### config.mk
export PLATFORM = sky130hd
export DESIGN_NAME = cw_io_top
export DESIGN_NICKNAME = d
export VERILOG_FILES = /design/src/cw_reg_pkg.sv /design/src/cw_route_pkg.sv /design/src/cw_io_router.sv /design/src/cw_io_top.sv /design/src/cw_reg_file.sv /design/src/cw_target_power.sv /design/src/cw_trigger_sel.sv
export VERILOG_INCLUDE_DIRS = /design/src
export SDC_FILE = /design/constraint.sdc
export NUM_CORES = 1
export LEC_CHECK = 0
export ABC_AREA = 1
export ABC_CLOCK_PERIOD_IN_PS = 2500
export BUFFER_PORTS_ARGS = -buffer_cell sky130_fd_sc_hd__buf_2
export CORE_MARGIN = 3
export CORE_UTILIZATION = 55
export DETAILED_ROUTE_END_ITERATION = 16
export HOLD_SLACK_MARGIN = 0.05
export PLACE_DENSITY = 0.79
export SYNTH_ARGS = -nofsm -noshare
export SYNTH_HDL_FRONTEND = slang
export SYNTH_HIERARCHICAL = 1
export SYNTH_SLANG_ARGS = --single-unit
### constraint.sdc
create_clock -name clk_usb -period 2.5 [get_ports clk_usb]
set_input_delay 0.375 -clock clk_usb [delete_from_list [all_inputs] [get_ports clk_usb]]
set_output_delay 0.375 -clock clk_usb [all_outputs]
set_load 0.01 [all_outputs]
### src/cw_consts.svh
`ifndef CW_CONSTS_SVH
`define CW_CONSTS_SVH

// register bus geometry
`define CW_ADDR_W           6                         // reg_address width
`define CW_BYTECNT_W        7                         // reg_bytecnt width

// register map
`define CW_TRIGSRC_ADDR     6'd39                     // trigger source and combine
`define CW_TRIGMOD_ADDR     6'd40                     // trigger module select
`define CW_IOROUTE_ADDR     6'd55                     // 8-byte target io routing
`define CW_IOREAD_ADDR      6'd59                     // 4-bit pin sample, read only

// reset values
`define CW_TRIGSRC_RST      8'h20                     // pin 4 enabled, OR combine
`define CW_IOROUTE_RST      64'h0000_0000_0000_0201   // pin 1 tx, pin 2 rx

// io routing layout
`define CW_IOROUTE_BYTES    8                         // bytes in routing register
`define CW_GLITCH_BYTE      4                         // glitch byte, unused here

// soft-start defaults
`define CW_PWM_BITS         11                        // free-running pwm width
`define CW_PWM_ON           1400                      // off-duty threshold
`define CW_SOFT_STEPS_BITS  14                        // log2 of soft-start periods

`endif

### src/cw_reg_pkg.sv
`default_nettype none
`include "cw_consts.svh"

package cw_reg_pkg;

   // trigger source byte at 39
   typedef struct packed {
      logic [1:0] mode;      // combine mode, see combine_e
      logic [3:0] mask;      // target io 4..1 enables
      logic       fb;        // front panel b
      logic       fa;        // front panel a / aux sma
   } trigsrc_t;

   // trigger module byte at 40
   typedef struct packed {
      logic [4:0] rsvd;
      logic [2:0] src;       // see trig_src_e
   } trigmod_t;

   // one routing byte per target pin
   typedef struct packed {
      logic gpio_en;         // static drive enable
      logic gpio_val;        // static drive level
      logic tx_oc;           // tx open collector, pin 3 only
      logic usi_oc;          // usi open collector, pin 3 only
      logic usi_i;           // pin feeds usi_in
      logic usi_o;           // pin driven by usi_out
      logic rx;              // pin feeds uart_rx
      logic tx;              // pin driven by uart_tx
   } gpio_route_t;

   // routing byte 5
   typedef struct packed {
      logic [4:0] rsvd;
      logic       power_fast;  // skip soft-start
      logic       power_off;   // target power disable
      logic       avrprog;     // avr programming enable
   } extra_t;

   // routing byte 6, enable and state per control line
   typedef struct packed {
      logic [1:0] rsvd;
      logic       pdic;
      logic       pdic_en;
      logic       pdid;
      logic       pdid_en;
      logic       nrst;
      logic       nrst_en;
   } extra_gpio_t;

   typedef logic [`CW_IOROUTE_BYTES-1:0][7:0] ioroute_t;  // byte 0 is pin 1

endpackage

`default_nettype wire

### src/cw_route_pkg.sv
`default_nettype none

package cw_route_pkg;

   localparam int CW_NUM_PINS = 4;  // target io lines

   // how masked trigger lines combine
   typedef enum logic [1:0] {
      COMB_OR   = 2'b00,
      COMB_AND  = 2'b01,
      COMB_NAND = 2'b10,
      COMB_OFF  = 2'b11   // forces trigger_ext low
   } combine_e;

   // trigger module select, 4..7 give no trigger
   typedef enum logic [2:0] {
      SRC_EXT        = 3'd0,  // combined io trigger
      SRC_ADVIO      = 3'd1,
      SRC_ANAPATTERN = 3'd2,
      SRC_DECODEDIO  = 3'd3
   } trig_src_e;

   typedef logic [CW_NUM_PINS-1:0] pin_vec_t;  // bit 0 is pin 1

endpackage

`default_nettype wire

### src/cw_io_router.sv
`default_nettype none

module cw_io_router (
   input  wire                                                        clk_usb,
   input  wire                                                        reset,
   input  wire cw_reg_pkg::gpio_route_t [cw_route_pkg::CW_NUM_PINS-1:0] route_i,
   input  wire                                                        highz_i,
   input  wire                                                        uart_tx_i,
   input  wire                                                        usi_out_i,
   input  wire cw_route_pkg::pin_vec_t                                pin_i,
   output cw_route_pkg::pin_vec_t                                     pin_o,
   output cw_route_pkg::pin_vec_t                                     pin_oe_o,
   output logic                                                       uart_rx_o,
   output logic                                                       usi_in_o,
   output cw_route_pkg::pin_vec_t                                     ioread_o
);
   import cw_reg_pkg::*;
   import cw_route_pkg::*;

   localparam pin_vec_t USI_PINS    = 4'b0101;  // usi drive on pins 1 and 3
   localparam pin_vec_t OC_PINS     = 4'b0100;  // open collector on pin 3
   localparam pin_vec_t USI_IN_PINS = 4'b0111;  // usi receive from pins 1..3

   // pin drive, first matching mode wins
   always_comb begin : drive
      gpio_route_t r;
      pin_o    = '0;
      pin_oe_o = '0;
      for (int i = 0; i < CW_NUM_PINS; i++) begin
         r = route_i[i];
         if (r.tx) begin
            pin_o[i]    = uart_tx_i;
            pin_oe_o[i] = 1'b1;
         end else if (r.usi_o && USI_PINS[i]) begin
            pin_o[i]    = usi_out_i;
            pin_oe_o[i] = 1'b1;
         end else if (r.usi_oc && OC_PINS[i]) begin
            pin_oe_o[i] = ~usi_out_i;  // pull low on 0, float on 1
         end else if (r.tx_oc && OC_PINS[i]) begin
            pin_oe_o[i] = ~uart_tx_i;  // same for tx
         end else if (r.gpio_en) begin
            pin_o[i]    = r.gpio_val;  // static level
            pin_oe_o[i] = 1'b1;
         end
      end
      if (highz_i) begin
         pin_oe_o = '0;                // target unpowered, release all
      end
   end

   // receive select, lowest pin wins
   always_comb begin : rx_sel
      uart_rx_o = 1'b1;                // idle uart level
      usi_in_o  = 1'b1;
      for (int i = CW_NUM_PINS - 1; i >= 0; i--) begin
         if (route_i[i].rx) begin
            uart_rx_o = pin_i[i];
         end
         if (route_i[i].usi_i && USI_IN_PINS[i]) begin
            usi_in_o = pin_i[i];
         end
      end
   end

   // pin sample for the ioread register
   always_ff @(posedge clk_usb) begin
      if (reset) begin
         ioread_o <= '0;
      end else begin
         ioread_o <= pin_i;
      end
   end

endmodule

`default_nettype wire

### src/cw_io_top.sv
`default_nettype none
`include "cw_consts.svh"

module cw_io_top #(
   parameter int P_PWM_BITS   = `CW_PWM_BITS,
   parameter int P_PWM_ON     = `CW_PWM_ON,
   parameter int P_STEPS_BITS = `CW_SOFT_STEPS_BITS
) (
   input  wire                         clk_usb,
   input  wire                         reset,
   input  wire [`CW_ADDR_W-1:0]        reg_address_i,
   input  wire [`CW_BYTECNT_W-1:0]     reg_bytecnt_i,
   input  wire [7:0]                   reg_datai_i,
   input  wire                         reg_read_i,
   input  wire                         reg_write_i,
   input  wire                         reg_addrvalid_i,
   output logic [7:0]                  reg_datao_o,
   input  wire cw_route_pkg::pin_vec_t trig_io_i,
   input  wire                         trigger_advio_i,
   input  wire                         trigger_anapattern_i,
   input  wire                         trigger_decodedio_i,
   output logic                        trigger_ext_o,
   output logic                        trigger_o,
   input  wire                         uart_tx_i,
   output logic                        uart_rx_o,
   input  wire                         usi_out_i,
   output logic                        usi_in_o,
   output cw_route_pkg::pin_vec_t      pin_o,
   output cw_route_pkg::pin_vec_t      pin_oe_o,
   input  wire cw_route_pkg::pin_vec_t pin_i,
   output logic                        targetpower_off_o,
   output logic                        enable_avrprog_o,
   output logic                        enable_output_nrst_o,
   output logic                        output_nrst_o,
   output logic                        enable_output_pdid_o,
   output logic                        output_pdid_o,
   output logic                        enable_output_pdic_o,
   output logic                        output_pdic_o
);
   import cw_reg_pkg::*;
   import cw_route_pkg::*;

   trigsrc_t          trigsrc;
   trigmod_t          trigmod;
   gpio_route_t [3:0] route;
   extra_t            extra;
   extra_gpio_t       extra_gpio;
   pin_vec_t          ioread;
   logic              highz;     // power off, pins released

   cw_reg_file u_reg_file (
      .clk_usb, .reset,
      .reg_address_i, .reg_bytecnt_i, .reg_datai_i,
      .reg_read_i, .reg_write_i, .reg_addrvalid_i,
      .ioread_i     (ioread),
      .reg_datao_o,
      .trigsrc_o    (trigsrc),
      .trigmod_o    (trigmod),
      .route_o      (route),
      .extra_o      (extra),
      .extra_gpio_o (extra_gpio)
   );

   cw_trigger_sel u_trigger_sel (
      .trigsrc_i (trigsrc),
      .trigmod_i (trigmod),
      .trig_io_i, .trigger_advio_i, .trigger_anapattern_i, .trigger_decodedio_i,
      .trigger_ext_o, .trigger_o
   );

   cw_io_router u_io_router (
      .clk_usb, .reset,
      .route_i  (route),
      .highz_i  (highz),
      .uart_tx_i, .usi_out_i, .pin_i,
      .pin_o, .pin_oe_o, .uart_rx_o, .usi_in_o,
      .ioread_o (ioread)
   );

   cw_target_power #(
      .P_PWM_BITS   (P_PWM_BITS),
      .P_PWM_ON     (P_PWM_ON),
      .P_STEPS_BITS (P_STEPS_BITS)
   ) u_target_power (
      .clk_usb, .reset,
      .power_off_i  (extra.power_off),
      .power_fast_i (extra.power_fast),
      .targetpower_off_o,
      .highz_o      (highz)
   );

   assign enable_avrprog_o     = extra.avrprog;
   assign enable_output_nrst_o = extra_gpio.nrst_en;   // nrst as gpio
   assign output_nrst_o        = extra_gpio.nrst;
   assign enable_output_pdid_o = extra_gpio.pdid_en;
   assign output_pdid_o        = extra_gpio.pdid;
   assign enable_output_pdic_o = extra_gpio.pdic_en;
   assign output_pdic_o        = extra_gpio.pdic;

endmodule

`default_nettype wire

### src/cw_reg_file.sv
`default_nettype none
`include "cw_consts.svh"

module cw_reg_file (
   input  wire                           clk_usb,
   input  wire                           reset,
   input  wire [`CW_ADDR_W-1:0]          reg_address_i,
   input  wire [`CW_BYTECNT_W-1:0]       reg_bytecnt_i,
   input  wire [7:0]                     reg_datai_i,
   input  wire                           reg_read_i,
   input  wire                           reg_write_i,
   input  wire                           reg_addrvalid_i,
   input  wire cw_route_pkg::pin_vec_t   ioread_i,      // registered pin sample
   output logic [7:0]                    reg_datao_o,
   output cw_reg_pkg::trigsrc_t          trigsrc_o,
   output cw_reg_pkg::trigmod_t          trigmod_o,
   output cw_reg_pkg::gpio_route_t [3:0] route_o,       // pins 4..1
   output cw_reg_pkg::extra_t            extra_o,
   output cw_reg_pkg::extra_gpio_t       extra_gpio_o
);
   import cw_reg_pkg::*;

   localparam int IDX_W      = $clog2(`CW_IOROUTE_BYTES);
   localparam int EXTRA_BYTE = 5;  // avrprog / power byte
   localparam int XGPIO_BYTE = 6;  // nrst / pdid / pdic byte

   trigsrc_t          trigsrc_q;
   trigmod_t          trigmod_q;
   ioroute_t          ioroute_q;
   logic [IDX_W-1:0]  byte_idx;
   logic              byte_ok;
   logic              rsvd_byte;
   logic [7:0]        rd_data;
   logic [7:0]        rd_data_q;
   logic              rd_valid_q;

   assign byte_idx  = reg_bytecnt_i[IDX_W-1:0];
   assign byte_ok   = (reg_bytecnt_i < `CW_IOROUTE_BYTES);         // counts of 8+ hit nothing
   assign rsvd_byte = (byte_idx == IDX_W'(`CW_GLITCH_BYTE));       // old glitch byte

   // register writes, land at the write edge
   always_ff @(posedge clk_usb) begin
      if (reset) begin
         trigsrc_q <= `CW_TRIGSRC_RST;
         trigmod_q <= '0;
         ioroute_q <= `CW_IOROUTE_RST;
      end else if (reg_write_i && byte_ok) begin
         case (reg_address_i)
            `CW_TRIGSRC_ADDR: trigsrc_q <= reg_datai_i;
            `CW_TRIGMOD_ADDR: trigmod_q <= reg_datai_i;
            `CW_IOROUTE_ADDR: begin
               if (!rsvd_byte) begin
                  ioroute_q[byte_idx] <= reg_datai_i;  // byte 4 stays 0
               end
            end
            default: ;                                 // unmapped, dropped
         endcase
      end
   end

   // read mux, unmapped and out of range give 0
   always_comb begin
      rd_data = '0;
      if (byte_ok) begin
         case (reg_address_i)
            `CW_TRIGSRC_ADDR: rd_data = trigsrc_q;
            `CW_TRIGMOD_ADDR: rd_data = trigmod_q;
            `CW_IOROUTE_ADDR: begin
               if (!rsvd_byte) begin
                  rd_data = ioroute_q[byte_idx];
               end
            end
            `CW_IOREAD_ADDR:  rd_data = {4'b0000, ioread_i};
            default:          rd_data = '0;
         endcase
      end
   end

   // one cycle read latency
   always_ff @(posedge clk_usb) begin
      if (reset) begin
         rd_valid_q <= 1'b0;
      end else begin
         rd_valid_q <= reg_read_i & reg_addrvalid_i;  // high only the cycle after a read
      end
   end

   always_ff @(posedge clk_usb) begin
      if (reg_read_i && reg_addrvalid_i) begin
         rd_data_q <= rd_data;  // payload, no reset
      end
   end

   assign reg_datao_o = rd_valid_q ? rd_data_q : 8'h00;  // bus idles at 0

   assign trigsrc_o    = trigsrc_q;
   assign trigmod_o    = trigmod_q;
   assign route_o      = ioroute_q[3:0];           // pin bytes 0..3
   assign extra_o      = ioroute_q[EXTRA_BYTE];
   assign extra_gpio_o = ioroute_q[XGPIO_BYTE];

endmodule

`default_nettype wire

### src/cw_target_power.sv
`default_nettype none
`include "cw_consts.svh"

module cw_target_power #(
   parameter int P_PWM_BITS   = `CW_PWM_BITS,
   parameter int P_PWM_ON     = `CW_PWM_ON,          // cycles off per pwm period
   parameter int P_STEPS_BITS = `CW_SOFT_STEPS_BITS  // 2^n soft-start periods
) (
   input  wire  clk_usb,
   input  wire  reset,
   input  wire  power_off_i,     // register bit
   input  wire  power_fast_i,    // skip soft-start
   output logic targetpower_off_o,
   output logic highz_o
);
   localparam logic [P_PWM_BITS-1:0] PWM_ON = P_PWM_BITS'(P_PWM_ON);

   logic                    off_q;
   logic                    off_prev_q;
   logic                    soft_pend_q;   // waiting for first pwm wrap
   logic                    soft_act_q;    // pwm drives the switch
   logic [P_PWM_BITS-1:0]   pwm_q;
   logic [P_STEPS_BITS-1:0] step_q;
   logic                    start_edge;
   logic                    pwm_wrap;

   assign start_edge = ~off_q & off_prev_q & ~power_fast_i;  // power-on edge in slow mode
   assign pwm_wrap   = &pwm_q;                               // last cycle of period

   always_ff @(posedge clk_usb) begin
      if (reset) begin
         off_q      <= 1'b0;
         off_prev_q <= 1'b0;
         pwm_q      <= '0;
      end else begin
         off_q      <= power_off_i;
         off_prev_q <= off_q;
         pwm_q      <= pwm_q + 1'b1;                        // free running
      end
   end

   // soft-start sequencing with one step per pwm period
   always_ff @(posedge clk_usb) begin
      if (reset || off_q) begin
         soft_pend_q <= 1'b0;
         soft_act_q  <= 1'b0;
         step_q      <= '0;
      end else if (start_edge) begin
         soft_pend_q <= 1'b1;
      end else if (pwm_wrap) begin
         if (soft_pend_q) begin
            soft_pend_q <= 1'b0;
            soft_act_q  <= 1'b1;                            // first period starts
            step_q      <= '0;
         end else if (soft_act_q) begin
            if (&step_q) begin
               soft_act_q <= 1'b0;                          // last period so supply stays on
            end else begin
               step_q <= step_q + 1'b1;
            end
         end
      end
   end

   assign targetpower_off_o = off_q | (soft_act_q & (pwm_q < PWM_ON));
   assign highz_o           = off_q;                        // pins released while off

endmodule

`default_nettype wire

### src/cw_trigger_sel.sv
`default_nettype none

module cw_trigger_sel (
   input  wire cw_reg_pkg::trigsrc_t   trigsrc_i,
   input  wire cw_reg_pkg::trigmod_t   trigmod_i,
   input  wire cw_route_pkg::pin_vec_t trig_io_i,           // target io 4..1
   input  wire                         trigger_advio_i,
   input  wire                         trigger_anapattern_i,
   input  wire                         trigger_decodedio_i,
   output logic                        trigger_ext_o,
   output logic                        trigger_o
);
   import cw_route_pkg::*;

   pin_vec_t masked;
   logic     trig_or;
   logic     trig_and;

   assign masked   = trig_io_i & trigsrc_i.mask;
   assign trig_or  = |masked;                         // disabled lines count as 0
   assign trig_and = &(masked | ~trigsrc_i.mask);     // disabled lines count as 1

   // combine masked io lines
   always_comb begin
      case (combine_e'(trigsrc_i.mode))
         COMB_OR:   trigger_ext_o = trig_or;
         COMB_AND:  trigger_ext_o = trig_and;
         COMB_NAND: trigger_ext_o = ~trig_and;
         default:   trigger_ext_o = 1'b0;             // mode off
      endcase
   end

   // pick the trigger module
   always_comb begin
      case (trig_src_e'(trigmod_i.src))
         SRC_EXT:        trigger_o = trigger_ext_o;
         SRC_ADVIO:      trigger_o = trigger_advio_i;
         SRC_ANAPATTERN: trigger_o = trigger_anapattern_i;
         SRC_DECODEDIO:  trigger_o = trigger_decodedio_i;
         default:        trigger_o = 1'b0;            // 4..7 never fire
      endcase
   end

endmodule

`default_nettype wire

# ---- Word level (Yosys, flattened, before mapping)
# Cells that the tools add are included.
dict set report word_totals {
  register_bits 122
  output_inout_bits 28
  wordCells 122
}
dict set report classes {
  add_sub_neg 2
  magnitude_cmp 4
  eq_ne 11
  n_mux 50
  bitwise_logic 15
  reduce_logical 17
}
# op count
set ops {}
lappend ops {{$bwmux 64} 1}
lappend ops {{$mux 14} 3}
lappend ops {{$mux 1} 36}
lappend ops {{$mux 8} 4}
lappend ops {{$pmux 8 s4} 1}
lappend ops {{$reduce_and 14->1} 2}
lappend ops {{$bmux 8 s3} 1}
lappend ops {{$demux 8 s3} 1}
lappend ops {{$eq 6x6->1 const B} 4}
lappend ops {{$add 14x1->14 const B} 1}
lappend ops {{$reduce_and 12->1} 1}
lappend ops {{$add 11x1->11 const B} 1}
lappend ops {{$lt 11x11->1 const B} 1}
lappend ops {{$reduce_and 11->1} 1}
lappend ops {{$lt 7x4->1 const B} 1}
lappend ops {{$not 1->1} 7}
lappend ops {{$eq 3x2->1 const B} 2}
lappend ops {{$and 1x1->1} 4}
lappend ops {{$and 4x4->4} 1}
lappend ops {{$lt 3x4->1 const B} 1}
lappend ops {{$mux 4} 1}
lappend ops {{$not 4->4} 1}
lappend ops {{$or 4x4->4} 1}
lappend ops {{$pmux 1 s4} 1}
lappend ops {{other kinds (17)} 21}

# ---- Logic depth before layout (Yosys ltp)
dict set report logic_depth {
  ltp_word 6
  depth_mapped 10
}

# ---- Cells and area by module
# Netlist, hierarchy kept.
# mod instances cells_each area_each_um2
set by_module_without_submodules {}
lappend by_module_without_submodules {cw_reg_file 1 711 4833.4}
lappend by_module_without_submodules {cw_target_power 1 268 1677.9}
lappend by_module_without_submodules {cw_io_router 1 64 336.6}
lappend by_module_without_submodules {cw_trigger_sel 1 33 140.1}

# ---- Worst setup path before layout
# No wires, ideal clock.
dict set report synth_timing {
  kind {input to register}
  start {in reg_bytecnt_i[5]}
  end {reg u_reg_file.ioroute_q, in the netlist u_reg_file/route_o[20]}
  arrival_time_ns 1.345
  setup_slack_ns 1.044
  cell_stages 7
  path_buffers 1
  cell_sequence {nor2_1 nand4_1 nor2_4 buf_2 nand3_1 nand2_1 nor2_1}
}
dict set report synth_via {
  elab_chain_cells 3
}
# item line_no
set synth_rtl {}
lappend synth_rtl {{start: declaration} cw_io_top.sv:12} ;# input wire [`CW_BYTECNT_W-1:0] reg_bytecnt_i,
lappend synth_rtl {{$lt 7x4->1 (no source line)} -}
lappend synth_rtl {{$logic_and 1x1->1} cw_reg_file.sv:47} ;# end else if (reg_write_i && byte_ok) begin
lappend synth_rtl {{$reduce_and 3->1 (no source line)} -}
lappend synth_rtl {{end signal: assignment} cw_reg_file.sv:46} ;# ioroute_q <= `CW_IOROUTE_RST;
lappend synth_rtl {{end signal: indexed assignment} cw_reg_file.sv:53} ;# ioroute_q[byte_idx] <= reg_datai_i;
lappend synth_rtl {{end: declaration} cw_reg_file.sv:29} ;# ioroute_t ioroute_q;
# Every way passes these cells.
# A chain may end at the register's enable or synchronous reset.

# ---- Worst setup path after layout
dict set report layout_timing {
  start {reg u_target_power.pwm_q[3]}
  end {out targetpower_off_o}
}
dict set report layout_via {
  elab_chain_cells 3
}
# item line_no
set layout_rtl {}
lappend layout_rtl {{start: declaration} cw_target_power.sv:22} ;# logic [P_PWM_BITS-1:0] pwm_q;
lappend layout_rtl {{start signal: assignment} cw_target_power.sv:38} ;# pwm_q <= pwm_q + 1'b1;
lappend layout_rtl {{$lt 11x11->1} cw_target_power.sv:65} ;# assign targetpower_off_o = off_q | (soft_act_q & (pwm_q < PWM_ON));
lappend layout_rtl {{$and 1x1->1} cw_target_power.sv:65}
lappend layout_rtl {{$or 1x1->1} cw_target_power.sv:65}
lappend layout_rtl {{end: declaration} cw_io_top.sv:31} ;# output logic targetpower_off_o,
# Every way passes these cells.

==> flow_summary_export.csv <==
group,metric,value,unit
place,dpl_cell_area,7020,um2
setup_path,r2r_cells,8,
detailed_routing,first_iter_violations,731,
synthesis,synth_fp_nets,1101,
sta,worst_slew_margin_rel,58.9,%
sta,fmax,539,MHz
pwr,p_switching,1.04,mW
final_layout,most_common_cell_after_layout_fill_and_taps_aside,"nand2_1",
place,worst_setup_slack_post_dpl,510,ps
detailed_routing,antenna_left,0,
place,dp.final_hpwl,12.3,mm
clock_tree,cts_tree,"done",
setup_path,critPathMaxFanout,5,
worst_hold_path,hold_path_class,"in -> reg",
global_route,grt_met3_usage,5.09,%
worst_hold_path,worst_hold_path.endpoint,"u_io_router/ioread_o[3]",
clock_tree,ctsResizeCount,0,
floorplanning,initial_core_util,56.7,%
global_route,gr-total-overflow,0,
run,max-cap-violations,0,
pwr,seqPwrFrac,43.1,%
pwr,combPwrFrac,5.5,%
synthesis,syn_inst,1060,
final_layout,numnets_final,1124,
clock_tree,post-cts-setup-buffers,0,
final_layout,multi_input_area,3400,um2
clock_tree,cts_buffer_depth,2,
global_route,busiest_layer,"met2",
synthesis,synth_warnings,6,
sta,timing_max_transition_violations_final,0,
clock_tree,cts.reportedPaths.clkPinSlew,50,ps
global_route,globalRouteMet1Util,34.7,%
floorplanning,dieHeight,118,um
setup_path,r2r_slack,880,ps
clock_tree,cts.root.buffer_cell,"clkbuf_16",
sta,setup_viol,0,
place,gp_routability_congestion,0.888,
synthesis,synth.avg_cell_area,6.48,um2
clock_tree,clk_latency,420,ps
worst_hold_path,hold_path_depth,3,
floorplanning,die-area,13900,um2
synthesis,syn-cell-area,6870,um2
final_layout,proportion_of_layout_cells_with_a_drive_suffix_above_1,13.4,%
final_layout,n_fill_cell,1128,
place,port_buffers,66,
detailed_routing,drcViolationCount,0,
global_route,grt_antenna_before_repair,0,
sta,finalSetupTns,0,ps
final_layout,seqCellArea,2520,um2
sta,finalCritPeriodShare,74.2,%
detailed_routing,drt-total-wl,17.3,mm
pwr,p_clk_share,51.4,%
sta,finalClockSkew,6.14,ps
setup_path,rr_endpoint,"u_target_power/step_q[10]",
floorplanning,design.core.area,12100,um2
sta,post-route-worst-setup-slack,644,ps
sta,rsz0062_at_grt,"no",
global_route,largest_net_degree_at_the_start_of_global_routing,41,
global_route,global_route_wire_length_before_repair,29.0,mm
global_route,global_route_usage_over_all_layers,25.6,%
final_layout,most_frequent_cells_in_the_layout,"248 x nand2_1, 206 x nor2_1, 114 x dfxtp_1, 112 x inv_1, 109 x nand3_1",
setup_path,worstSetupPathType,"reg -> out",
floorplanning,io_pins,67,
floorplanning,num_rows,40,
sta,tightestPinTransition,614,ps
pwr,total_leakage_power,3.62,nW
clock_tree,total_clock_buffers_created_by_cts,17,
setup_path,worst-endpoint-arrival,1480,ps
setup_path,cp-start-kind,"flop",
clock_tree,hold_buffers,0,
final_layout,end_of_flow_core_utilization,62.7,%
final_layout,n_antenna_cell,0,
pwr,worst_ir_drop_vdd,0.000433,V
detailed_routing,drtPass1Iterations,6,
status,run_status,"finished clean",
setup_path,end_kind,"output port",
final_layout,fin_area,7600,um2
clock_tree,clock_sink_count,122,
setup_path,origin_of_the_critical_flop_to_flop_path,"u_target_power/step_q[0]",
final_layout,area_growth_syn_to_layout,10.6,%
setup_path,critPathRequiredTime,2120,ps
pwr,power.density,606,nW/um2
worst_hold_path,hold_path_startpoint,"pin_i[3]",
clock_tree,ctsHtreeMaxLevel,4,
detailed_routing,vias_per_cell,5.26,
global_route,grt_pass1_vias,5923,
detailed_routing,post_drt_wl_per_cell,13.7,um
floorplanning,dieWidth,118,um
pwr,cellInternalPower,3.56,mW
global_route,grt.met2_usage,39.6,%
sta,finalHoldViolations,0,
detailed_routing,route.vias.total,6639,
sta,final.min_clock_period,1860,ps
pwr,switching_share,22.6,%
==> worst max path at each step <==
| stage | from | to | slack [ps] | depth (start not counted) |
|---|---|---|---|---|
| after global routing | u_target_power/pwm_q[3] | targetpower_off_o | 550 | 6 |
| after global placement | reg_bytecnt_i[2] | u_reg_file/route_o[13] | 540 | 7 |
| after floorplan | reg_bytecnt_i[5] | u_reg_file/route_o[20] | 1040 | 7 |
| final | u_target_power/pwm_q[3] | targetpower_off_o | 640 | 6 |
| after detailed placement | reg_bytecnt_i[2] | u_reg_file/route_o[12] | 510 | 7 |
| after CTS | u_target_power/pwm_q[3] | targetpower_off_o | 620 | 6 |
==> sequential cells by signal, indices dropped and copies added, names as in the netlist, 4 cells and up <==
| register | cells |
|---|---|
| u_reg_file/ioroute_q | 16 |
| u_reg_file/rd_data_q | 8 |
| u_reg_file/trigmod_o | 8 |
| u_io_router/ioread_o | 4 |
| u_reg_file/extra_o | 8 |
| u_target_power/pwm_q | 11 |
| u_reg_file/trigsrc_o | 8 |
| u_reg_file/route_o | 32 |
| u_reg_file/extra_gpio_o | 8 |
| u_target_power/step_q | 14 |
==> routing by layer <==
| layer | vias up | part of all wire [%] |
|---|---|---|
| met3 | 36 | 7.8 |
| met1 | 2950 | 44 |
| met2 | 260 | 45 |
| met5 | - | 0 |
| li1 | 3393 | - |
| met4 | 0 | 3.2 |
==> power by group through the flow <==
| stage | sequential (mW) | combinational (mW) | clock, mW |
|---|---|---|---|
| 2_1_floorplan | 2.02 | 0.171 | 0 |
| 3_3_place_gp | 2.02 | 0.248 | 0 |
| 3_5_place_dp | 2.02 | 0.251 | 0 |
| 4_1_cts | 1.98 | 0.253 | 2.39 |
| 5_1_grt | 1.98 | 0.283 | 2.48 |
| 6_report | 1.98 | 0.255 | 2.37 |
==> area by class of cell <==
type | instances | area share (%)
Clock buffer | 24 | 6.75
Clock inverter | 7 | 0.824
Inverter | 129 | 6.44
Multi-Input combinational cell | 738 | 44.8
Sequential cell | 122 | 33.2
Tap cell | 168 | 2.77
Timing Repair Buffer | 75 | 5.24
==> stage by stage <==
stage	instances	hold WS (ps)	total power [mW]
CTS	1263	177	4.62
global placement	1232	412	2.27
floorplan	1060	404	2.19
global route	1263	208	4.75
detailed placement	1232	415	2.27
finish	1263	185	4.60
==> worst max-delay path, stage by stage, from the launching register on <==
cell       delay (ps)
dfxtp_1           390
nand2_2           120
nor2_4            160
o2111ai_1         130
nand3_1            90
nand2_1            40
buf_2             130
Power figures use the tool's default switching activity.
